## src/source/soc_cfg.svh

```systemverilog
`ifndef SOC_CFG_SVH
`define SOC_CFG_SVH

// ========================================
// memory map
// ========================================
`define RAM_WIDTH   8              // log2 of RAM size in words
`define RAM_BASE    32'h0000_0000  // byte address
`define UART_BASE   32'h0000_0400  // write sends low byte, read gives busy in bit 0

// ========================================
// flow control and serial timing
// ========================================
`define REQ_CREDITS 4              // ingress queue depth
`define UART_DIV    8              // clocks per serial bit

`endif
```

## src/source/mem_bus_pkg.sv

```systemverilog
package mem_bus_pkg;

   localparam int WORD_ADDR_W = 30;  // word address, byte offset dropped
   localparam int BYTE_LANES  = 4;

   // command driven by the bus master, data already on its byte lane
   typedef struct packed {
      logic [BYTE_LANES-1:0] mask_byte;
      logic                  mem_read;
      logic                  mem_write;
      logic [31:0]           write_data;
   } mem_cmd_t;

   // returned by the target one cycle after acceptance
   typedef struct packed {
      logic [31:0] read_data;
   } mem_result_t;

endpackage

```

## src/source/mem_bus_if.sv

```systemverilog
`timescale 1ns/1ns

// one bus channel between a master and a slave
interface mem_bus_if import mem_bus_pkg::*; #(
   parameter type TCmd    = mem_cmd_t,
   parameter type TResult = mem_result_t
);

   logic [WORD_ADDR_W-1:0] addr;
   TCmd                    cmd;
   TResult                 result;
   logic                   stall;   // target cannot take the command this cycle

   modport master (
      output addr,
      output cmd,
      input  result,
      input  stall
   );

   modport slave (
      input  addr,
      input  cmd,
      output result,
      output stall
   );

endinterface

```

## src/source/slave_bus_mux.sv

```systemverilog
`timescale 1ns/1ns

module slave_bus_mux import mem_bus_pkg::*; #(
   parameter type         TCmd    = mem_cmd_t,
   parameter type         TResult = mem_result_t,
   parameter int unsigned BASE1   = 0,   // ranges in words
   parameter int unsigned SIZE1   = 1,
   parameter int unsigned BASE2   = 1,
   parameter int unsigned SIZE2   = 1
) (
   input  logic      clk_i,
   input  logic      rst_n_i,
   mem_bus_if.slave  up,
   mem_bus_if.master dn1,
   mem_bus_if.master dn2,
   output logic      unmapped_o
);

   logic [31:0] addr_w;
   logic        hit1;
   logic        hit2;
   logic        accept;
   logic [1:0]  sel_q;      // {dn2, dn1} of the access accepted last cycle
   logic        unmapped_q;
   TCmd         cmd1;
   TCmd         cmd2;
   TResult      result;

   assign addr_w = {2'b00, up.addr};
   assign hit1   = (addr_w - BASE1) < SIZE1;             // wraps below base
   assign hit2   = ~hit1 & ((addr_w - BASE2) < SIZE2);

   // strobes only go to the selected target
   always_comb begin
      cmd1           = up.cmd;
      cmd2           = up.cmd;
      cmd1.mem_read  = up.cmd.mem_read & hit1;
      cmd1.mem_write = up.cmd.mem_write & hit1;
      cmd2.mem_read  = up.cmd.mem_read & hit2;
      cmd2.mem_write = up.cmd.mem_write & hit2;
   end

   assign dn1.addr = WORD_ADDR_W'(addr_w - BASE1);  // target sees its local offset
   assign dn1.cmd  = cmd1;
   assign dn2.addr = WORD_ADDR_W'(addr_w - BASE2);
   assign dn2.cmd  = cmd2;

   assign up.stall = hit1 ? dn1.stall : (hit2 ? dn2.stall : 1'b0);
   assign accept   = (up.cmd.mem_read | up.cmd.mem_write) & ~up.stall;

   always_ff @(posedge clk_i) begin
      if (!rst_n_i) begin
         sel_q      <= 2'b00;
         unmapped_q <= 1'b0;
      end else begin
         sel_q      <= accept ? {hit2, hit1} : 2'b00;
         unmapped_q <= accept & ~hit1 & ~hit2;
      end
   end

   always_comb begin
      case (sel_q)
         2'b01:   result = dn1.result;
         2'b10:   result = dn2.result;
         default: result = '0;  // nothing selected reads zero
      endcase
   end

   assign up.result  = result;
   assign unmapped_o = unmapped_q;

endmodule

```

## src/flat_wrapper.sv

```systemverilog
// flat-port wrapper written by rule: the top's interface ports become plain ports
module slave_bus_mux_flat import mem_bus_pkg::*;
#(
   parameter type         TCmd    = mem_cmd_t,
   parameter type         TResult = mem_result_t,
   parameter int unsigned BASE1   = 0,                     
   parameter int unsigned SIZE1   = 1,
   parameter int unsigned BASE2   = 1,
   parameter int unsigned SIZE2   = 1
)
  (clk_i, rst_n_i, unmapped_o, up_addr, up_cmd, up_result, up_stall, dn1_addr, dn1_cmd, dn1_result, dn1_stall, dn2_addr, dn2_cmd, dn2_result, dn2_stall);
  mem_bus_if #(.TCmd(TCmd), .TResult(TResult)) up_i ();
  mem_bus_if #(.TCmd(TCmd), .TResult(TResult)) dn1_i ();
  mem_bus_if #(.TCmd(TCmd), .TResult(TResult)) dn2_i ();
  input  logic clk_i;
  input  logic rst_n_i;
  output logic unmapped_o;
  input wire logic [$bits(up_i.addr)-1:0] up_addr;
  input wire logic [$bits(up_i.cmd)-1:0] up_cmd;
  output wire logic [$bits(up_i.result)-1:0] up_result;
  output wire logic [$bits(up_i.stall)-1:0] up_stall;
  output wire logic [$bits(dn1_i.addr)-1:0] dn1_addr;
  output wire logic [$bits(dn1_i.cmd)-1:0] dn1_cmd;
  input wire logic [$bits(dn1_i.result)-1:0] dn1_result;
  input wire logic [$bits(dn1_i.stall)-1:0] dn1_stall;
  output wire logic [$bits(dn2_i.addr)-1:0] dn2_addr;
  output wire logic [$bits(dn2_i.cmd)-1:0] dn2_cmd;
  input wire logic [$bits(dn2_i.result)-1:0] dn2_result;
  input wire logic [$bits(dn2_i.stall)-1:0] dn2_stall;
  assign up_i.addr = up_addr;
  assign up_i.cmd = up_cmd;
  assign up_result = up_i.result;
  assign up_stall = up_i.stall;
  assign dn1_addr = dn1_i.addr;
  assign dn1_cmd = dn1_i.cmd;
  assign dn1_i.result = dn1_result;
  assign dn1_i.stall = dn1_stall;
  assign dn2_addr = dn2_i.addr;
  assign dn2_cmd = dn2_i.cmd;
  assign dn2_i.result = dn2_result;
  assign dn2_i.stall = dn2_stall;
  slave_bus_mux #(.TCmd(TCmd), .TResult(TResult), .BASE1(BASE1), .SIZE1(SIZE1), .BASE2(BASE2), .SIZE2(SIZE2)) u_core (.clk_i(clk_i), .rst_n_i(rst_n_i), .up(up_i), .dn1(dn1_i), .dn2(dn2_i), .unmapped_o(unmapped_o));
endmodule
```

## config.mk

```make
export PLATFORM = sky130hd
export DESIGN_NAME = slave_bus_mux_flat
export DESIGN_NICKNAME = d
export VERILOG_FILES = /design/src/source/soc_cfg.svh /design/src/source/mem_bus_pkg.sv /design/src/source/mem_bus_if.sv /design/src/source/slave_bus_mux.sv /design/src/flat_wrapper.sv
export SDC_FILE = /design/constraint.sdc
export NUM_CORES = 1
export LEC_CHECK = 0
export ABC_AREA = 1
export BUFFER_PORTS_ARGS = -buffer_cell sky130_fd_sc_hd__buf_2
export CORE_AREA = 2 2 120 122
export DETAILED_ROUTE_END_ITERATION = 10
export DIE_AREA = 0 0 122 124
export GPL_TIMING_DRIVEN = 0
export PLACE_DENSITY = 0.52
export SLEW_MARGIN = 20
export SYNTH_ARGS = -nofsm -noshare
export SYNTH_HDL_FRONTEND = slang
export SYNTH_SLANG_ARGS = --single-unit
```

## constraint.sdc

```tcl
create_clock -name clk_i -period 1.7 [get_ports clk_i]
set_input_delay 0.17 -clock clk_i [delete_from_list [all_inputs] [get_ports clk_i]]
set_output_delay 0.17 -clock clk_i [all_outputs]
set_load 0.01 [all_outputs]
```

==> run metrics <==
Congestion Overflow GR=0; largest net degree at the start of global routing=11; CTS Hold Bufs=0; Leak=roughly 2.7 nW; startpoint types=input port; post-DP HPWL=roughly 12 mm; pwr dens=approximately 260 nW/µm²; All-Layer GR Usage=16.7%; Synth cell types=29; Rel. slew slack=about 78%; vias in the first global route=3731; CP Data Arrival Time=~1.9 ns; violated checks=setup timing; Slew @ Worst Pin=approximately 0.33 ns; CTS tree=done; fin crit period=roughly 2.1 ns; DIE WIDTH=roughly 120 µm; Overall Power=around 1.3 mW; Initial Utilization=approximately a fifth; fin cells=about 990; CP endpoint kind=output pin; TritonCTS Buffers=3; Seq/Total Area, Yosys=around 2.2%; DP Area=roughly 4300 µm²; detailed router's first-iteration violation count=150; via-per-instance ratio=4.05; post-route cell area=between 4000 and 5000 µm²; # IOs=306; commonest non-fill, non-tap cell in the layout=buf_2; Tcrit/Tclk final=123%; DP Cell Count=between 900 and 1000; Fin. Hold Viols=0; ys async rst share=0%; Max Slew Vio Count=0; post-synth net total=around 660; Post-Route WL=13.9 mm; Post-Syn Area=between 2000 and 3000 µm²; GP Congestion=approximately 0.86; RSZ-0062 raised after global routing=true; routed len/inst=roughly 14 µm; global-route wire length before repair=approximately 20 mm; remaining antenna violation count=0; total iterations of the first detailed-routing run=4; clock sinks=3; Final Setup Violations=3; Worst Hold Class=in2reg; Crit Path Max Fanout=5; synthesized instance count=slightly above 500; via count=4001; run status=complete, but fails checks; IO buf count=between 200 and 300; layout cell share with drive strength beyond 1=62.5%; Avg Cell Area, Syn=5.21 µm²; fmax=around 0.48 GHz; VDD IR max=about 310 µV; Hold WS=roughly 0.27 ns; warning count from the yosys run=0; fillers=1558; H-tree Lvls=1; initial antenna violation count=0; dominant synthesized flop cell=dfxtp_1; Rows=43; ANT cells=0; final net count=950; DIE HEIGHT=124 µm; core area=approximately 14000 µm²; Post-synth EDFFs=0; Core Util, Final=between 30% and 40%; post-synthesis register bit count=3; deepest clock path buffer count=2; Clock transition at path regs=about 0.030 ns; commonest non-fill, non-tap cells in the layout=buf_2 (266), nand2_1 (142), buf_4 (122); root buffer cell=clkbuf_16; drt drc=0; Layout area overhead=84.7%; Max-Cap Viols=0; die area=roughly 15000 µm²; worst hold path depth=4; final worst slack=-0.389 ns; WP data required=~1.5 ns; Crit Path Class=in2out
Yosys cell counts (2+ instances only):
cell type,instances,area share [%]
o21bai_1,2,0.56
nand3b_1,3,0.84
nor3_1,2,0.37
clkbuf_1,9,1.3
buf_4,102,28
o21ai_1,4,0.74
nor3_2,2,0.74
nor2_8,2,1.5
nand4_1,12,2.8
o21ai_2,2,0.65
a21oi_1,32,5.9
inv_2,5,0.70
ha_1,4,1.9
nand3_1,24,4.5
nand2_1,164,23
inv_1,48,6.7
nor2_2,9,2.1
nand2_4,2,0.84
nor2_4,3,1.3
nor2_1,69,9.6
nand2_2,6,1.4
xnor2_1,2,0.65
dfxtp_1,3,2.2
cell type report:
class	count	area, µm²	share of cell area (%)
Multi-Input combinational cell	348	2010	40.4
Clock buffer	4	78.8	1.58
Inverter	54	216	4.35
Timing Repair Buffer	288	1530	30.8
Buffer	112	850	17.1
Sequential cell	3	61.3	1.23
Tap cell	180	225	4.53
worst paths after layout:
kind / from / to / slack, ns
setup / recovery: up_addr[0] / up_stall / -0.39
hold / removal: dn2_stall / u_core.sel_q[1] / 0.27
registers in the layout, indices dropped and copies added, names as in the netlist:
signal             flops
u_core.unmapped_o      1
u_core.sel_q           2
critical path, cell delays in order:
cell and delay, ns:
buf_8 0.10, clkinvlp_4 0.08, buf_6 0.11, nand2_4 0.06
nor2_4 0.17, buf_6 0.17, nand3_2 0.08, nand2_2 0.07
nand2_1 0.07, nor2_1 0.09, nand2_1 0.08, nor2_2 0.13
nand2_2 0.08, nor2_4 0.12, inv_4 0.06, o21ai_2 0.11
buf_2 0.15
cells by family (layout without fill, tap and decap cells):
logic type / Yosys count / count (layout) / share of synthesized area, %
simple gates: 298 / 299 / 48.7
xor+xnor: 3 / 3 / 0.976
buf+inv: 167 / 458 / 37.8
fa+ha+maj: 4 / 4 / 1.86
compound gates: 42 / 42 / 8.36
flops: 3 / 3 / 2.23
power by group:
part	switching (mW)	total (mW)	internal, mW	leakage (nW)
sequential	0.000490	0.0730	0.0725	0.0250
combinational	0.424	0.868	0.444	2.62
clock	0.0587	0.368	0.309	0.0382
total	0.483	1.31	0.825	2.68
routing by layer:
metal / GRT usage, % / up-vias / share of wire [%]
met3: 3.57 / 12 / 9.1
li1: - / 2089 / -
met5: 0 / - / 0
met4: 3.09 / 0 / 1.6
met1: 18.7 / 1737 / 36
met2: 32.4 / 163 / 54
stage by stage:
step	setup TNS, ns	setup slack (ns)
5_1_grt	-1.87	-0.561
2_1_floorplan	-0.254	-0.119
3_5_place_dp	-3.46	-0.731
4_1_cts	-1.23	-0.450
3_3_place_gp	-3.32	-0.718
6_report	-1.06	-0.389
timing repair:
item	in CTS	in global routing
setup endpoints to repair	38	41
hold endpoints to repair	0	0
buffers inserted	13	10
pin swaps	26	40
gates resized for setup	52	79
cloned	2	0
Power figures use the tool's default switching activity.
