[config.mk]
export PLATFORM = sky130hd
export DESIGN_NAME = uart_tx_flat
export DESIGN_NICKNAME = d
export VERILOG_FILES = /design/src/source/soc_cfg.svh /design/src/source/mem_bus_pkg.sv /design/src/source/mem_bus_if.sv /design/src/source/uart_tx.sv /design/src/flat_wrapper.sv
export SDC_FILE = /design/constraint.sdc
export NUM_CORES = 1
export LEC_CHECK = 0
export BUFFER_PORTS_ARGS = -buffer_cell sky130_fd_sc_hd__buf_2
export CAP_MARGIN = 20
export CORE_MARGIN = 2
export CORE_UTILIZATION = 34
export CTS_BUF_LIST = sky130_fd_sc_hd__clkbuf_2 sky130_fd_sc_hd__clkbuf_4 sky130_fd_sc_hd__clkbuf_8
export DETAILED_ROUTE_END_ITERATION = 16
export PLACE_DENSITY = 0.9
export SYNTH_ARGS = -nofsm -noshare
export SYNTH_HDL_FRONTEND = slang
export SYNTH_SLANG_ARGS = --single-unit
[constraint.sdc]
create_clock -name clk_i -period 1.5 [get_ports clk_i]
set_clock_uncertainty 0.1 [all_clocks]
set_input_delay 0.15 -clock clk_i [delete_from_list [all_inputs] [get_ports clk_i]]
set_output_delay 0.15 -clock clk_i [all_outputs]
set_load 0.02 [all_outputs]
[src/source/soc_cfg.svh]
`ifndef SOC_CFG_SVH
`define SOC_CFG_SVH

// ========================================
// memory map
// ========================================
`define RAM_WIDTH   8              // log2 of RAM size in words
`define RAM_BASE    32'h0000_0000  // byte address
`define UART_BASE   32'h0000_0400  // write sends low byte, read gives busy in bit 0

// ========================================
// flow control and serial timing
// ========================================
`define REQ_CREDITS 4              // ingress queue depth
`define UART_DIV    8              // clocks per serial bit

`endif
[src/source/mem_bus_pkg.sv]
package mem_bus_pkg;

   localparam int WORD_ADDR_W = 30;  // word address, byte offset dropped
   localparam int BYTE_LANES  = 4;

   // command driven by the bus master, data already on its byte lane
   typedef struct packed {
      logic [BYTE_LANES-1:0] mask_byte;
      logic                  mem_read;
      logic                  mem_write;
      logic [31:0]           write_data;
   } mem_cmd_t;

   // returned by the target one cycle after acceptance
   typedef struct packed {
      logic [31:0] read_data;
   } mem_result_t;

endpackage

[src/source/mem_bus_if.sv]
`timescale 1ns/1ns

// one bus channel between a master and a slave
interface mem_bus_if import mem_bus_pkg::*; #(
   parameter type TCmd    = mem_cmd_t,
   parameter type TResult = mem_result_t
);

   logic [WORD_ADDR_W-1:0] addr;
   TCmd                    cmd;
   TResult                 result;
   logic                   stall;   // target cannot take the command this cycle

   modport master (
      output addr,
      output cmd,
      input  result,
      input  stall
   );

   modport slave (
      input  addr,
      input  cmd,
      output result,
      output stall
   );

endinterface

[src/source/uart_tx.sv]
`timescale 1ns/1ns

module uart_tx import mem_bus_pkg::*; #(
   parameter int DIV = 8   // clocks per bit
) (
   input  logic     clk_i,
   input  logic     rst_n_i,
   mem_bus_if.slave bus,
   output logic     txd_o
);

   localparam int DIV_W = (DIV > 1) ? $clog2(DIV) : 1;

   logic [9:0]       shift_q;   // stop, data, start
   logic [3:0]       bit_cnt_q;
   logic [DIV_W-1:0] div_q;
   logic             busy_q;
   logic             start;
   logic             bit_end;
   mem_result_t      rd_q;

   assign start   = bus.cmd.mem_write & ~busy_q;
   assign bit_end = (div_q == DIV_W'(DIV - 1));

   always_ff @(posedge clk_i) begin
      if (!rst_n_i) begin
         shift_q   <= '1;   // line idles high
         bit_cnt_q <= '0;
         div_q     <= '0;
         busy_q    <= 1'b0;
      end else if (start) begin
         shift_q   <= {1'b1, bus.cmd.write_data[7:0], 1'b0};
         bit_cnt_q <= '0;
         div_q     <= '0;
         busy_q    <= 1'b1;
      end else if (busy_q) begin
         if (bit_end) begin
            div_q     <= '0;
            shift_q   <= {1'b1, shift_q[9:1]};   // lsb first, refill with idle
            bit_cnt_q <= bit_cnt_q + 1'b1;
            if (bit_cnt_q == 4'd9) begin
               busy_q <= 1'b0;
            end
         end else begin
            div_q <= div_q + 1'b1;
         end
      end
   end

   // status read
   always_ff @(posedge clk_i) begin
      if (bus.cmd.mem_read) begin
         rd_q.read_data <= {31'b0, busy_q};
      end
   end

   assign bus.result = rd_q;
   assign bus.stall  = bus.cmd.mem_write & busy_q;  // hold the write until the frame ends
   assign txd_o      = shift_q[0];

endmodule

[src/flat_wrapper.sv]
// flat-port wrapper written by rule: the top's interface ports become plain ports
module uart_tx_flat import mem_bus_pkg::*;
#(
   parameter int DIV = 8                    
)
  (clk_i, rst_n_i, txd_o, bus_addr, bus_cmd, bus_result, bus_stall);
  mem_bus_if bus_i ();
  input  logic clk_i;
  input  logic rst_n_i;
  output logic txd_o;
  input wire logic [$bits(bus_i.addr)-1:0] bus_addr;
  input wire logic [$bits(bus_i.cmd)-1:0] bus_cmd;
  output wire logic [$bits(bus_i.result)-1:0] bus_result;
  output wire logic [$bits(bus_i.stall)-1:0] bus_stall;
  assign bus_i.addr = bus_addr;
  assign bus_i.cmd = bus_cmd;
  assign bus_result = bus_i.result;
  assign bus_stall = bus_i.stall;
  uart_tx #(.DIV(DIV)) u_core (.clk_i(clk_i), .rst_n_i(rst_n_i), .bus(bus_i), .txd_o(txd_o));
endmodule
==> summary.md, run 1 <==
* status: complete, no violations
* flip-flop cell with the highest count after synthesis: dfxtp_1
* highest cell delay on the worst timing path: 0.41 ns
* chip height: 61.71 microns
* Mapped Cells: 137
* # IOs: 104
* cell area after technology mapping: 0.001132 sq mm
* portion of the post-synthesis area used by sequential elements: 32.71%
* fraction of registers with async set or reset after synthesis: 0%
* kind of start point of the critical path: flip-flop
* power density cells: 821.7 mW/mm^2
* antenna cell count: 0
* via count of the first global-routing pass: 712
* count of distinct cell types in the synthesized netlist: 30
* count of antenna-violating nets left after detailed routing: 0
* CTS Buf Count: 3
* count of input and output buffers: 14
* ordered cell list for the critical path: buf_6, and2_1, buf_2
* kind of end point of the critical path: primary output
* # nets final: 229
* Setup Fix Bufs, Post-CTS: 0
* via density per instance: 4.330
* total global-route track usage: 10.79%
* RSZ-0062 raised after global routing: no
* DR WL/cell: 10.12 microns
* reported leakage power: 0.5509 nW
* Crit Path Class: flip-flop to primary output
* area overhead of the layout relative to synthesis: 9.392%
* period utilisation layout: 96.38%
* Arrival @ worst endpoint: 1.20 ns
* root cell of the clock tree: clkbuf_4
* count of final hold-check violations: 0
* initial antenna violation count: 0
* total number of clock tree sinks: 18
* area of the die: 0.003808 sq mm
* placed cell count: 190
* Clk pin slew, worst setup/hold paths: 0.10 ns
* Avg Synthesized Cell Area: 8.265 sq um
* reg-to-reg setup timing slack: 0.07 ns
* pre-CTS setup slack: 0.01133 ns
* setup TNS: 0 ns
* fraction of final layout cells sized beyond drive strength 1: 21.57%
* Initial Utilization: 36.49%
* overflow left after global routing: 0
* die width: 61.71 microns
* First DRT Iteration DRCs: 26
* number of non-filler instances in the completed layout: 197
* wire length of the first global-routing pass: 3.049 mm
* number of max-cap violations: 0
* type of the most critical hold path: input port to flip-flop
* clock network latency to the later pin of the worst-skew pair: 0.30 ns
* number of vias after detailed routing: 853
* DP Wirelength: 1.330 mm
* final design instance area without fill: 0.001239 sq mm
* floorplan core area: 0.003103 sq mm
* final critical delay including setup and external delays: 1.446 ns
* Initial DRT Pass Iterations: 4
* number of enable-type register cells in the synthesized netlist: 1
* Site Rows: 20
* Max rail drop VDD: 0.3073 mV
* cell area after placement: 0.001135 sq mm
* final critical-path setup slack: 0.05424 ns
* post-synthesis register bit count: 18
* fmax: 691.7 MHz
* clock tree from TritonCTS: built
* max-slew violation count: 0
* largest net degree at the start of global routing: 21
* maximum count of clock buffers along a single path: 2
* core utilization of the finished layout: 39.92%
* number of H-tree levels: 1
* required time of the worst setup path: 1.25 ns
* routability congestion estimate: 0.7350
* DR DRC count: 0
* Crit Path Max Fanout: 18
* synthesis warning total: 0
* cell with the biggest individual delay on the critical path: dfxtp_4
* overall routed net length: 1.993 mm
* total setup violations reported at the end of the flow: 0
routing by layer:
metal / routed length (microns) / GRT usage [%]
met1: 943 / 13.96
met2: 921 / 16.69
met3: 106 / 2.692
met4: 21 / 5.471
met5: 0 / 0
through the flow:
stage,hold WS [ns],power (mW)
floorplan,0.1625,0.7350
global placement,0.2493,0.7026
detailed placement,0.2555,0.7068
CTS,0.004112,1.019
global route,0.02045,1.064
finish,0.007872,1.018
synth_stat cells (3+ instances only):
cell type,number,area share [%]
nand3_1,4,1.8
a21oi_1,5,2.2
ha_1,5,5.5
dfxtp_1,17,30
buf_2,5,2.2
a31oi_1,7,3.9
nor2_1,3,0.99
clkbuf_1,4,1.3
buf_4,31,21
and2_1,3,1.7
nand2_1,17,5.6
nor3b_1,11,7.3
nor2b_1,4,2.2
worst paths after layout:
| path | start | end | cells past startpoint |
|---|---|---|---|
| max | u_core.busy_q$_SDFF_PN0_ | bus_stall | 3 |
| min | bus_cmd[6] | u_core.shift_q[7]$_SDFFE_PN1P_ | 3 |
| max reg2reg | u_core.div_q[0]$_SDFFE_PP0P_ | u_core.shift_q[3]$_SDFFE_PN1P_ | 6 |
| min reg2reg | u_core.shift_q[7]$_SDFFE_PN1P_ | u_core.shift_q[7]$_SDFFE_PN1P_ | 2 |
logic make-up after synthesis:
group	Yosys count	share of synthesized area (%)
buf+inv	42	24.75
compound gates	20	11.16
fa+ha+maj	5	5.525
simple gates	50	24.75
xor+xnor	1	0.7736
flops	18	32.71
other cells	1	0.3312
critical path: cells and delay by family, from the launching register on:
| family | cells | cell delay (ns) |
|---|---|---|
| buffers and inverters | 2 | 0.33 |
| flip-flops | 1 | 0.41 |
| AND/OR/NAND/NOR | 1 | 0.15 |
sequential cells by signal (all words and copies together), names as in the netlist:
| register | cells |
|---|---|
| u_core.div_q | 3 |
| u_core.bit_cnt_q | 4 |
| u_core.bus.result | 1 |
| u_core.shift_q | 9 |
| u_core.busy_q | 1 |
placed cells by master (no fill, tap or decap), types with 2 or more instances in the layout:
master / count
a21oi_1: 5
a31oi_1: 7
and2_1: 2
and4b_1: 2
buf_2: 14
buf_4: 4
clkbuf_4: 3
conb_1: 31
dfxtp_1: 15
dlygate4sd3_1: 3
ha_1: 4
inv_1: 2
nand2_1: 17
nand3_1: 4
nand4_1: 2
nor2_1: 3
nor2b_1: 4
nor3b_1: 7
nor3b_2: 4
o211ai_1: 2
area by class of cell:
class | count | area (sq um)
fillers | 316 | 1864
repair buffers | 22 | 141.4
inverters | 2 | 7.507
multi-input cells | 107 | 623.1
clock buffers | 4 | 36.28
flip-flops and latches | 18 | 375.4
well taps | 44 | 55.05
what timing repair did:
action,4_1_cts,5_1_grt
setup endpoints to repair,2,9
hold endpoints to repair,3,0
hold buffers,3,0
pin swaps,0,0
resized for setup,3,8
power breakdown:
part | internal (mW) | switching [mW] | leakage [nW]
Clock | 0.148 | 0.159 | 0.0210
Combinational | 0.0531 | 0.131 | 0.379
Sequential | 0.508 | 0.0192 | 0.151
Total | 0.709 | 0.309 | 0.551
No activity file was read; power rests on OpenSTA's default activity.
==> run 2: changes to the inputs <==
--- a/config.mk
+++ b/config.mk
@@ -7,7 +7,7 @@
 export LEC_CHECK = 0
 export BUFFER_PORTS_ARGS = -buffer_cell sky130_fd_sc_hd__buf_2
 export CAP_MARGIN = 20
-export CORE_MARGIN = 2
+export CORE_MARGIN = 5
 export CORE_UTILIZATION = 34
 export CTS_BUF_LIST = sky130_fd_sc_hd__clkbuf_2 sky130_fd_sc_hd__clkbuf_4 sky130_fd_sc_hd__clkbuf_8
 export DETAILED_ROUTE_END_ITERATION = 16
==> summary.md, run 2 (synthesis results as in run 1) <==
* ordered cell list for the critical path: buf_6, and2_1, buf_2
* Critical path origin: u_core.busy_q$_SDFF_PN0_
* CTS Buf Count: 3, unchanged
* area of the die: 0.004585 sq mm, +20%
* chip height: 67.71 microns, +9.7%
* floorplan core area: 0.003284 sq mm, +5.8%
* final critical-path setup slack: 0.06967 ns, +0.01544 ns
* worst hold slack: 0.009516 ns, +0.001644 ns
* Biggest register: u_core.shift_q
* total buffers and inverters traversed by the critical path: 2, unchanged
* leading registers by flop count: u_core.shift_q (9), u_core.bit_cnt_q (4), u_core.div_q (3)
* maximum count of clock buffers along a single path: 2, unchanged
* Max rail drop VDD: 0.2099 mV, -32%
* Overall Power: 1.012 mW, -0.56%
* setup TNS: 0 ns, unchanged
* Worst-Margin Slew: 0.5143 ns
* largest net degree at the start of global routing: 21, unchanged
* most frequent cells in the layout: conb_1, nand2_1, dfxtp_1
* antenna cell count: 0, unchanged
* Clk pin slew, worst setup/hold paths: 0.11 ns, about the same
* # IOs: 104, unchanged
* type of the most critical hold path: input port to flip-flop
* initial antenna violation count: 0, unchanged
* pre-CTS setup slack: 0.02712 ns, +0.01579 ns
* leading cell type in the layout, fill and taps excluded: conb_1
* overflow left after global routing: 0, unchanged
* period utilisation layout: 95.36%, -1.0 points
* highest cell delay on the worst timing path: 0.41 ns, about the same
* DP Wirelength: 1.429 mm, +7.5%
* worst r2r path cells: 4, -2
* number of H-tree levels: 1, unchanged
* core utilization of the finished layout: 37.64%, -2.3 points
* via density per instance: 4.296, -0.77%
* number of max-cap violations: 0, unchanged
* required time of the worst setup path: 1.25 ns, about the same
* Setup Fix Bufs, Post-CTS: 0, unchanged
* Largest register FFs: 9, unchanged
* end point of the worst hold path: u_core.shift_q[7]$_SDFFE_PN1P_
* worst relative slew slack: 65.64%
* status: complete, no violations
* wire length of the first global-routing pass: 3.029 mm, -0.66%
* max-slew violation count: 0, unchanged
* via count of the first global-routing pass: 690, -3.1%
* Initial DRT Pass Iterations: 4, unchanged
* number of vias after detailed routing: 855, +0.23%
* root cell of the clock tree: clkbuf_4
* total number of clock tree sinks: 18, unchanged
* reported leakage power: 0.5437 nW, -1.3%
* DR WL/cell: 10.29 microns, +1.7%
* count of antenna-violating nets left after detailed routing: 0, unchanged
* cell with the biggest individual delay on the critical path: dfxtp_4
* total global-route track usage: 8.994%, -1.8 points
* Crit Path Max Fanout: 18, unchanged
* count of input and output buffers: 14, unchanged
* # nets final: 229, unchanged
* clock network latency to the later pin of the worst-skew pair: 0.30 ns, about the same
* worst min-delay path startpoint: bus_cmd[6]
* final critical delay including setup and external delays: 1.430 ns, -0.01544 ns
* Crit Path Class: flip-flop to primary output
* fmax: 699.1 MHz, +1.1%
* reg-to-reg setup timing slack: 0.10 ns, +0.03 ns
* total setup violations reported at the end of the flow: 0, unchanged
* terminus of the critical flop-to-flop path: u_core.bit_cnt_q[2]$_SDFFE_PP0P_
* r2r startpoint: u_core.div_q[0]$_SDFFE_PP0P_
* Initial Utilization: 34.48%, -2.0 points
* clock tree from TritonCTS: built
* DR DRC count: 0, unchanged
* overall routed net length: 2.048 mm, +2.8%
* Site Rows: 21, +5.0%
* power density cells: 818.7 mW/mm^2, -0.36%
* kind of end point of the critical path: primary output
* Arrival @ worst endpoint: 1.18 ns, -0.02 ns
* CP top delay family: flip-flops
* area overhead of the layout relative to synthesis: 9.172%
* fraction of final layout cells sized beyond drive strength 1: 21.57%, unchanged
* First DRT Iteration DRCs: 89, +240%
* kind of start point of the critical path: flip-flop
* die width: 67.71 microns, +9.7%
* Hold Path Cell Cnt: 3, unchanged
* routability congestion estimate: 0.7107, -3.3%
* count of final hold-check violations: 0, unchanged
-- run 2: area by class of cell --
type                    count  area, sq um
clock buffers               4        36.28
fillers                   327         2048
inverters                   2        7.507
multi-input cells         107        618.1
flip-flops and latches     18        375.4
well taps                  46        57.56
repair buffers             22        141.4
-- run 2: how the worst max path moves through the flow --
| stage | to | slack [ns] | depth (start not counted) |
|---|---|---|---|
| final | bus_stall | 0.07 | 3 |
| after global routing | u_core.shift_q[4]$_SDFFE_PN1P_ | -0.007 | 6 |
| after CTS | u_core.bit_cnt_q[2]$_SDFFE_PP0P_ | 0.01 | 4 |
| after detailed placement | u_core.bit_cnt_q[2]$_SDFFE_PP0P_ | 0.03 | 4 |
| after global placement | u_core.bit_cnt_q[2]$_SDFFE_PP0P_ | 0.03 | 4 |
| after floorplan | u_core.bit_cnt_q[2]$_SDFFE_PP0P_ | 0.01 | 5 |
-- run 2: metrics by stage --
stage | cell area [sq um] | instances
3_3_place_gp | 1137 | 192
3_5_place_dp | 1137 | 192
5_1_grt | 1236 | 199
2_1_floorplan | 1245 | 167
6_report | 1236 | 199
4_1_cts | 1209 | 199
-- run 2: timing repair --
action | 4_1_cts | 5_1_grt
resized for setup | 2 | 9
endpoints found under the setup margin | 1 | 14
hold buffers | 3 | 0
hold endpoints to repair | 3 | 0
-- run 2: layer usage --
metal	vias to the layer above	track usage [%]	share of wire, %
met5	-	0	0
met1	389	11.07	44
met2	25	13.00	46
met4	0	8.354	2.9
met3	4	1.664	7.0
li1	437	-	-
-- run 2: power by group --
group	switching, mW	leakage, nW	internal, mW
sequential	0.0182	0.151	0.508
clock	0.157	0.0210	0.148
combinational	0.131	0.372	0.0507
total	0.306	0.544	0.706
-- run 2: tightest hold or removal path, delay by kind of cell --
family	cells	cell delay, ns
buffers and inverters	1	0.10
AO/OA/AOI/OAI	1	0.07
AND/OR/NAND/NOR	1	0.05
