===== src/source/soc_cfg.svh =====
`ifndef SOC_CFG_SVH
`define SOC_CFG_SVH

// ========================================
// memory map
// ========================================
`define RAM_WIDTH   8              // log2 of RAM size in words
`define RAM_BASE    32'h0000_0000  // byte address
`define UART_BASE   32'h0000_0400  // write sends low byte, read gives busy in bit 0

// ========================================
// flow control and serial timing
// ========================================
`define REQ_CREDITS 4              // ingress queue depth
`define UART_DIV    8              // clocks per serial bit

`endif

===== src/source/mem_bus_pkg.sv =====
package mem_bus_pkg;

   localparam int WORD_ADDR_W = 30;  // word address, byte offset dropped
   localparam int BYTE_LANES  = 4;

   // command driven by the bus master, data already on its byte lane
   typedef struct packed {
      logic [BYTE_LANES-1:0] mask_byte;
      logic                  mem_read;
      logic                  mem_write;
      logic [31:0]           write_data;
   } mem_cmd_t;

   // returned by the target one cycle after acceptance
   typedef struct packed {
      logic [31:0] read_data;
   } mem_result_t;

endpackage


===== src/source/access_pkg.sv =====
package access_pkg;

   // load/store kinds as seen by the requester
   typedef enum logic [3:0] {LB, LH, LW, LBU, LHU, SB, SH, SW} mem_inst_type_t;

   typedef struct packed {
      mem_inst_type_t kind;
      logic [31:0]    addr;   // byte address
      logic [31:0]    wdata;  // store data, right aligned
   } access_req_t;

   typedef struct packed {
      logic [31:0] rdata;
      logic        exc;       // misaligned or unmapped
   } access_resp_t;

   function automatic logic is_load(input mem_inst_type_t kind);
      return kind inside {LB, LH, LW, LBU, LHU};
   endfunction

   function automatic logic is_store(input mem_inst_type_t kind);
      return kind inside {SB, SH, SW};
   endfunction

endpackage


===== src/source/mem_bus_if.sv =====
`timescale 1ns/1ns

// one bus channel between a master and a slave
interface mem_bus_if import mem_bus_pkg::*; #(
   parameter type TCmd    = mem_cmd_t,
   parameter type TResult = mem_result_t
);

   logic [WORD_ADDR_W-1:0] addr;
   TCmd                    cmd;
   TResult                 result;
   logic                   stall;   // target cannot take the command this cycle

   modport master (
      output addr,
      output cmd,
      input  result,
      input  stall
   );

   modport slave (
      input  addr,
      input  cmd,
      output result,
      output stall
   );

endinterface


===== src/source/mem_controller.sv =====
`timescale 1ns/1ns

module mem_controller import access_pkg::*, mem_bus_pkg::*; (
   input  logic         clk_i,
   input  logic         rst_n_i,
   input  access_req_t  head_i,
   input  logic         head_valid_i,
   output logic         pop_o,
   mem_bus_if.master    bus,
   input  logic         unmapped_i,     // last accepted access hit no target
   output logic         resp_valid_o,
   output access_resp_t resp_o
);

   logic [1:0]     lane;
   logic           misaligned;
   mem_cmd_t       cmd;

   logic           resp_valid_q;
   mem_inst_type_t kind_q;
   logic [1:0]     lane_q;
   logic           misal_q;
   logic [31:0]    lane_data;
   logic [31:0]    load_data;
   logic           exc;

   // ========================================
   // issue stage
   // ========================================
   assign lane = head_i.addr[1:0];

   always_comb begin
      case (head_i.kind)
         LH, LHU, SH: misaligned = lane[0];
         LW, SW:      misaligned = (lane != 2'b00);
         default:     misaligned = 1'b0;
      endcase
   end

   always_comb begin
      cmd.mem_read   = head_valid_i & ~misaligned & is_load(head_i.kind);
      cmd.mem_write  = head_valid_i & ~misaligned & is_store(head_i.kind);
      cmd.write_data = head_i.wdata << {lane, 3'b000};  // move onto byte lane
      case (head_i.kind)
         LB, LBU, SB: cmd.mask_byte = 4'b0001 << lane;
         LH, LHU, SH: cmd.mask_byte = 4'b0011 << lane;
         default:     cmd.mask_byte = 4'b1111;
      endcase
   end

   assign bus.addr = head_i.addr[31:2];
   assign bus.cmd  = cmd;

   // a misaligned access never reaches the bus, so it cannot stall
   assign pop_o = head_valid_i & (misaligned | ~bus.stall);

   // ========================================
   // response stage
   // ========================================
   always_ff @(posedge clk_i) begin
      if (!rst_n_i) begin
         resp_valid_q <= 1'b0;
      end else begin
         resp_valid_q <= pop_o;
      end
   end

   always_ff @(posedge clk_i) begin
      if (pop_o) begin
         kind_q  <= head_i.kind;
         lane_q  <= lane;
         misal_q <= misaligned;
      end
   end

   assign lane_data = bus.result.read_data >> {lane_q, 3'b000};

   always_comb begin
      case (kind_q)
         LB:      load_data = {{24{lane_data[7]}}, lane_data[7:0]};
         LBU:     load_data = {24'b0, lane_data[7:0]};
         LH:      load_data = {{16{lane_data[15]}}, lane_data[15:0]};
         LHU:     load_data = {16'b0, lane_data[15:0]};
         LW:      load_data = lane_data;
         default: load_data = '0;  // stores answer with zero
      endcase
   end

   assign exc          = misal_q | unmapped_i;
   assign resp_valid_o = resp_valid_q;
   assign resp_o.rdata = exc ? '0 : load_data;
   assign resp_o.exc   = exc;

endmodule


===== src/flat_wrapper.sv =====
// flat-port wrapper written by rule: the top's interface ports become plain ports
module mem_controller_flat import access_pkg::*, mem_bus_pkg::*;
  (clk_i, rst_n_i, head_i, head_valid_i, pop_o, unmapped_i, resp_valid_o, resp_o, bus_addr, bus_cmd, bus_result, bus_stall);
  mem_bus_if bus_i ();
  input  logic clk_i;
  input  logic rst_n_i;
  input  access_req_t head_i;
  input  logic head_valid_i;
  output logic pop_o;
  input  logic unmapped_i;
  output logic resp_valid_o;
  output access_resp_t resp_o;
  output wire logic [$bits(bus_i.addr)-1:0] bus_addr;
  output wire logic [$bits(bus_i.cmd)-1:0] bus_cmd;
  input wire logic [$bits(bus_i.result)-1:0] bus_result;
  input wire logic [$bits(bus_i.stall)-1:0] bus_stall;
  assign bus_addr = bus_i.addr;
  assign bus_cmd = bus_i.cmd;
  assign bus_i.result = bus_result;
  assign bus_i.stall = bus_stall;
  mem_controller u_core (.clk_i(clk_i), .rst_n_i(rst_n_i), .head_i(head_i), .head_valid_i(head_valid_i), .pop_o(pop_o), .bus(bus_i), .unmapped_i(unmapped_i), .resp_valid_o(resp_valid_o), .resp_o(resp_o));
endmodule

===== config.mk =====
export PLATFORM = sky130hd
export DESIGN_NAME = mem_controller_flat
export DESIGN_NICKNAME = d
export VERILOG_FILES = /design/src/source/soc_cfg.svh /design/src/source/mem_bus_pkg.sv /design/src/source/access_pkg.sv /design/src/source/mem_bus_if.sv /design/src/source/mem_controller.sv /design/src/flat_wrapper.sv
export SDC_FILE = /design/constraint.sdc
export NUM_CORES = 1
export LEC_CHECK = 0
export BUFFER_PORTS_ARGS = -buffer_cell sky130_fd_sc_hd__buf_2
export CORE_AREA = 2 2 81 83
export CTS_CLUSTER_SIZE = 14
export DETAILED_ROUTE_END_ITERATION = 16
export DIE_AREA = 0 0 83 85
export MAX_ROUTING_LAYER = met4
export PLACE_DENSITY = 0.83
export SETUP_SLACK_MARGIN = 0.05
export SYNTH_ARGS = -nofsm -noshare
export SYNTH_HDL_FRONTEND = slang
export SYNTH_SLANG_ARGS = --single-unit

===== constraint.sdc =====
create_clock -name clk_i -period 3.7 [get_ports clk_i]
set_clock_uncertainty 0.15 [all_clocks]
set_input_delay 1.11 -clock clk_i [delete_from_list [all_inputs] [get_ports clk_i]]
set_output_delay 1.11 -clock clk_i [all_outputs]
set_load 0.01 [all_outputs]

==> results.cfg, run 1 <==
[critical_path]
crit_slowest_cell = or3b_1
start_kind = primary input
cp_max_fo = 8
worstPathArrival_ns = 2.37
criticalPathCategory = primary input to output pin
path_cells = buf_6 > mux2i_4 > mux2_4 > or3b_1 > buf_6 > a21oi_2 > buf_2
slowest_delay_ns = 0.39
crit_top_cell = buf_6
cp-end-kind = output pin
crit_required_ns = 2.44

[yosys]
async_reset_ff_frac = 0
synth_top_family_by_area = compound AO/OA/AOI/OAI gates
synthMuxAreaShare = 0.1882
yosysSeqAreaShare = 0.1166
ys_ff_latch = 8
synth-main-ff-cell = edfxtp_1
synth_most_common_cell = mux2i_1
synthSimpleGateAreaFrac = 0.1984
syn_area_sq_mm = 0.001974
syn_nets = 371
synth_fa_ha_area_frac = 0
synth_compound_gate_area_share = 0.3080
yosys-top-cells-area = mux2i_1 18%, buf_4 12%, edfxtp_1 11%
synth_largest_area_cell = mux2i_1
synth_common_cells = 36 x mux2i_1, 31 x buf_4, 23 x o21ai_0, 22 x a211oi_1, 20 x nor2_1
yosysUniqueCellTypes = 38
synth_cells = 266
syn_avg_cell_area_sq_um = 7.423
synth_edf_count = 7
synth.top_cell.area_share = 0.1825
synthXorXnorAreaFrac = 0.01331
ys.warnings.count = 0

[clock_network]
ctsHoldBuffers = 0
clkTransAtPathRegs_ns = 0.04
clockRootBuffer = clkbuf_8
cts_tree = built
cts_buffer_depth = 2
cts_max_level = 1
cts_made_buffers = 3
clkSinkCount = 8

[timing]
whs_ns = 0.9721
setup_viol = 0
timing.final.crit_share = 0.9816
fmaxAchievable_mhz = 275.3
setup_slack_ns = 0.06805
finalHoldViolations = 0
min_period_ns = 3.632
finalMaxSlewViolations = 0
maxSlewHeadroom = 0.6510
grt_setup_unrepaired = true
fin_setup_tns_ns = 0
worstMarginPinSlew_ns = 0.5236

[finish]
area_growth_pct = 38.85
fin_nets = 489
final_cells = 460
layout-drive-gt1-share = 0.4674
multi_input_area_sq_mm = 0.001431
antenna_cells = 0
fin_util = 0.4418
layout.area.seq_sq_um = 230.2
n_fill_cell = 607

[pwr]
vdd_drop_max_v = 0.00009431
switchingPower_uw = 201.4
p_leak_nw = 1.464
swShare = 0.3867
clockPowerShare = 0.204
combinationalPowerShare = 0.566
seqPwrFrac = 0.230
internal-power_uw = 319.4
p_per_area_mw_per_mm2 = 190.0

[global_route]
use_met3 = 0.03599
top_usage_layer = met2
use_met2 = 0.3233
grt_usage = 0.1790
grt_antenna_before_repair = 0
grt_pass1_vias = 2317
gr-total-overflow = 0
grt_max_degree = 40
grt_pass1_wl_mm = 10.44
met1_usage = 0.1968

[placed_design]
gp_congestion = 0.9839
post-place-ws_ns = 0.02160
port_buffers = 147
dpl.cell_count = 455
dp_hpwl_mm = 5.419

[detailed_routing]
drt.antenna.violating_nets = 0
wirelength_mm = 6.643
vias_per_cell = 5.335
drcViolationCount = 0
wl_per_cell_um = 14.44
drtIter0Drc = 41
drt_pass1_iterations = 4
dr_total_vias = 2454

[job]
cap_violations = 0

[status]
status = completed

[worst_hold_path]
hp-class = primary input to flop

[die]
die_area_sq_mm = 0.007055
die_h_um = 85
start_util = 0.3182
rows = 29
ioPinCount = 208
die_x_um = 83
core_area_sq_mm = 0.006205
==> per-layer routing <==
metal / wire length (um) / part of all wire
met5: 0 / 0
met4: 131 / 0.020
met3: 613 / 0.092
met2: 3226 / 0.49
met1: 2672 / 0.40
==> path summary, 6_finish.rpt <==
check / from / end / slack (ns) / cells past startpoint
worst max-delay path: bus_result[23] / resp_o[10] / 0.07 / 7
worst min-delay path: rst_n_i / u_core.resp_valid_o$_SDFF_PN0_ / 0.97 / 2
==> cell families (layout without fill, tap and decap cells) <==
| logic type | after synthesis | count (layout) |
|---|---|---|
| AOI/OAI and AO/OA | 88 | 88 |
| xor gates and xnor gates | 3 | 3 |
| buffers and inverters | 55 | 172 |
| DFF | 8 | 8 |
| muxes | 37 | 37 |
| and+or+nand+nor | 75 | 75 |
==> worst max-delay path: cells and delay by family <==
kind	cells	cell delay (ns)
compound gates	1	0.13
buf+inv	3	0.38
mux	2	0.35
simple gates	1	0.39
==> state kept, by name, indices dropped and copies added, names as in the netlist <==
signal / count
u_core.kind_q: 4
u_core.misal_q: 1
u_core.resp_valid_o: 1
u_core.lane_q: 2
==> repair_timing <==
item	4_1_cts	5_1_grt
pin swaps	0	4
gates resized for setup	3	12
endpoints found under the setup margin	8	18
buffers inserted	0	1
==> through the flow <==
stage	power (mW)	instance area (sq um)
finish	0.5208	2741
global route	0.5539	2741
CTS	0.5122	2673
detailed placement	0.4013	2616
global placement	0.3950	2616
floorplan	0.3115	1974
==> layout make-up <==
| type | instances | area share |
|---|---|---|
| inverter | 5 | 0.006846 |
| tap | 77 | 0.03514 |
| sequential | 8 | 0.08398 |
| clock buffer | 4 | 0.01643 |
| timing repair buffer | 163 | 0.3355 |
| multi-input combinational | 203 | 0.5221 |
==> power by group through the flow <==
stage / Clock [mW] / Combinational (mW) / Sequential [mW]
2_1_floorplan: 0 / 0.199 / 0.113
3_3_place_gp: 0 / 0.275 / 0.120
3_5_place_dp: 0 / 0.281 / 0.120
4_1_cts: 0.109 / 0.284 / 0.119
5_1_grt: 0.112 / 0.320 / 0.122
6_report: 0.106 / 0.295 / 0.120
==> cells in the final DEF (no fill, tap or decap), drive strengths merged, types with 3 or more instances in the layout <==
cell and instances:
a211oi 22, a21o 8, a21oi 17, and2 14, buf 162, clkbuf 5, edfxtp 7, inv 5
mux2i 36, nand2 13, nor2 21, nor2b 18, nor3 3, o21ai 28, xor2 3
(Power assumes the default switching activity.)
==> inputs of run 2 (changes only) <==
--- a/config.mk
+++ b/config.mk
@@ -5,13 +5,14 @@
 export SDC_FILE = /design/constraint.sdc
 export NUM_CORES = 1
 export LEC_CHECK = 0
-export BUFFER_PORTS_ARGS = -buffer_cell sky130_fd_sc_hd__buf_2
-export CORE_AREA = 2 2 81 83
+export CORE_AREA = 2 2 80 82
 export CTS_CLUSTER_SIZE = 14
 export DETAILED_ROUTE_END_ITERATION = 16
-export DIE_AREA = 0 0 83 85
+export DIE_AREA = 0 0 82 84
+export DONT_BUFFER_PORTS = 1
 export MAX_ROUTING_LAYER = met4
-export PLACE_DENSITY = 0.83
+export PLACE_DENSITY = 0.55
+export RECOVER_POWER = 100
 export SETUP_SLACK_MARGIN = 0.05
 export SYNTH_ARGS = -nofsm -noshare
 export SYNTH_HDL_FRONTEND = slang
==> constraint.sdc (replaced) <==
create_clock -name clk_i -period 4.6 [get_ports clk_i]
set_clock_uncertainty 0.15 [all_clocks]
set_input_delay 1.38 -clock clk_i [delete_from_list [all_inputs] [get_ports clk_i]]
set_output_delay 1.38 -clock clk_i [all_outputs]
set_load 0.01 [all_outputs]
==> run 2 against run 1 <==
Compared with the run above:
- sequential cell count stayed put
- critical path type unchanged
- largest cell class unchanged
- global-route usage is 3.2 points lower
- count of clock-buffer cells in the layout stayed put
- largest power group unchanged
- die area decreased by 2.4%
- first-iteration DRC count rose by 2.4%
- wire length fell by 15%
- total power down 39%
- worst hold slack gained 0.13 ns
- design area fell by 35%
- highest routed layer unchanged
==> results.cfg, run 2 (same netlist as run 1, synthesis figures left out) <==
[clock_network]
clockRootBuffer = clkbuf_8
postCtsSetupBuffers = 0
cts_buffer_depth = 2
cts_tree = built
cts_max_level = 1
ctsHoldBuffers = 0
clkSinkCount = 8
cts_made_buffers = 3
clkTransAtPathRegs_ns = 0.04
cts_resized = 0

[placed_design]
post-place-ws_ns = 0.4648
port_buffers = 0
dp_hpwl_mm = 4.415
place_area_sq_mm = 0.001773
dpl.cell_count = 297
gp_congestion = 0.8684

[finish]
layout-drive-gt1-share = 0.04018
final_cells = 301
fin_nets = 330
layout.area.seq_sq_um = 230.2
area_growth_pct = -9.633
final_area_sq_mm = 0.001784
final_common_cell = mux2i_1
multi_input_area_sq_mm = 0.001368
n_fill_cell = 661
antenna_cells = 0
regMostFlops = u_core.kind_q
largestRegisters = u_core.kind_q: 4 flops, u_core.lane_q: 2 flops
largest_reg_flops = 4
layout_common_cells = 36 x mux2i_1, 28 x o21ai_0, 22 x a211oi_1

[timing]
fin_setup_tns_ns = 0
whs_ns = 1.098
setup_viol = 0
grt_setup_unrepaired = false
worstMarginPinSlew_ns = 0.7625
maxSlewHeadroom = 0.4912
setup_slack_ns = 0.4267
finalMaxSlewViolations = 0
fmaxAchievable_mhz = 239.6
timing.final.crit_share = 0.9072
min_period_ns = 4.173
finalHoldViolations = 0

[global_route]
grt_usage = 0.1467
grt_pass1_wl_mm = 7.886
grt_pass1_vias = 1664
gr-total-overflow = 0
grt_max_degree = 42
grt_antenna_before_repair = 0

[detailed_routing]
wirelength_mm = 5.616
drt_pass1_iterations = 4
dr_total_vias = 1832
drcViolationCount = 0
drt.antenna.violating_nets = 0
wl_per_cell_um = 18.66
vias_per_cell = 6.086
drtIter0Drc = 42

[pwr]
combinationalPowerShare = 0.426
seqPwrFrac = 0.300
internal-power_uw = 199.6
swShare = 0.3670
vdd_drop_max_v = 0.0001120
p_per_area_mw_per_mm2 = 176.7
p_leak_nw = 0.7211
switchingPower_uw = 115.7
clockPowerShare = 0.273

[critical_path]
critPathCapture = resp_o[19]
cp-end-kind = output pin
cp_max_fo = 8
criticalPathCategory = primary input to output pin
worstPathArrival_ns = 2.64
start_kind = primary input
crit_required_ns = 3.07
cp-startpoint = bus_result[23]

[die]
die_h_um = 84
rows = 29
core_area_sq_mm = 0.006096
die_area_sq_mm = 0.006888
start_util = 0.3239
die_x_um = 82
ioPinCount = 208

[job]
cap_violations = 0

[worst_hold_path]
hp-class = primary input to flop

[status]
status = completed
run 2: cell types whose count changed in the layout (fill, tap and decap cells not counted), moves of 2 or more:
cell	before	now
o21ai_1	5	0
a21oi_1	9	17
buf_6	3	0
buf_12	2	0
and2_1	14	6
mux2i_1	34	36
buf_4	13	3
buf_8	2	0
and2_0	0	8
mux2i_4	2	0
buf_2	142	0
o21ai_0	23	28
a21oi_2	8	0
run 2: routing by layer:
layer	vias up	GRT usage	part of all wire	wire, um
met2	148	0.2609	0.48	2699
li1	843	-	-	-
met4	0	0.02727	0.012	65
met5	-	-	0	0
met1	831	0.1545	0.39	2205
met3	10	0.05195	0.11	645
run 2: cell type report:
cell class | instances | share of cell area
repair buffers | 4 | 0.01473
flip-flops and latches | 8 | 0.1290
well taps | 77 | 0.05400
multi-input cells | 203 | 0.7665
clock buffers | 4 | 0.02525
inverters | 5 | 0.01052
run 2: stage by stage:
stage          power, mW  utilization
2_1_floorplan     0.2506            -
5_1_grt           0.3395       0.2927
3_5_place_dp      0.2326       0.2908
3_3_place_gp      0.2310       0.2908
4_1_cts           0.3224       0.2982
6_report          0.3153       0.2927
run 2: how the worst min path moves through the flow:
stage,end,startpoint,cells past startpoint
2_1_floorplan,u_core.kind_q[0]$_DFFE_PP_,head_i[64],0
3_3_place_gp,u_core.kind_q[3]$_DFFE_PP_,head_i[67],0
3_5_place_dp,u_core.kind_q[3]$_DFFE_PP_,head_i[67],0
4_1_cts,u_core.kind_q[3]$_DFFE_PP_,head_i[67],0
5_1_grt,u_core.kind_q[2]$_DFFE_PP_,head_i[66],0
6_report,u_core.kind_q[3]$_DFFE_PP_,head_i[67],0
run 2: power groups by stage:
| stage | sequential (mW) | combinational, mW | clock, mW |
|---|---|---|---|
| 2_1_floorplan | 0.0906 | 0.160 | 0 |
| 3_3_place_gp | 0.0956 | 0.135 | 0 |
| 3_5_place_dp | 0.0959 | 0.137 | 0 |
| 4_1_cts | 0.0947 | 0.137 | 0.0904 |
| 5_1_grt | 0.0958 | 0.148 | 0.0956 |
| 6_report | 0.0947 | 0.134 | 0.0862 |
run 2: critical path, stage by stage:
cell and delay [ns]:
mux2i_1 0.12, mux2i_1 0.11, o2111ai_1 0.65, o21ai_0 0.38
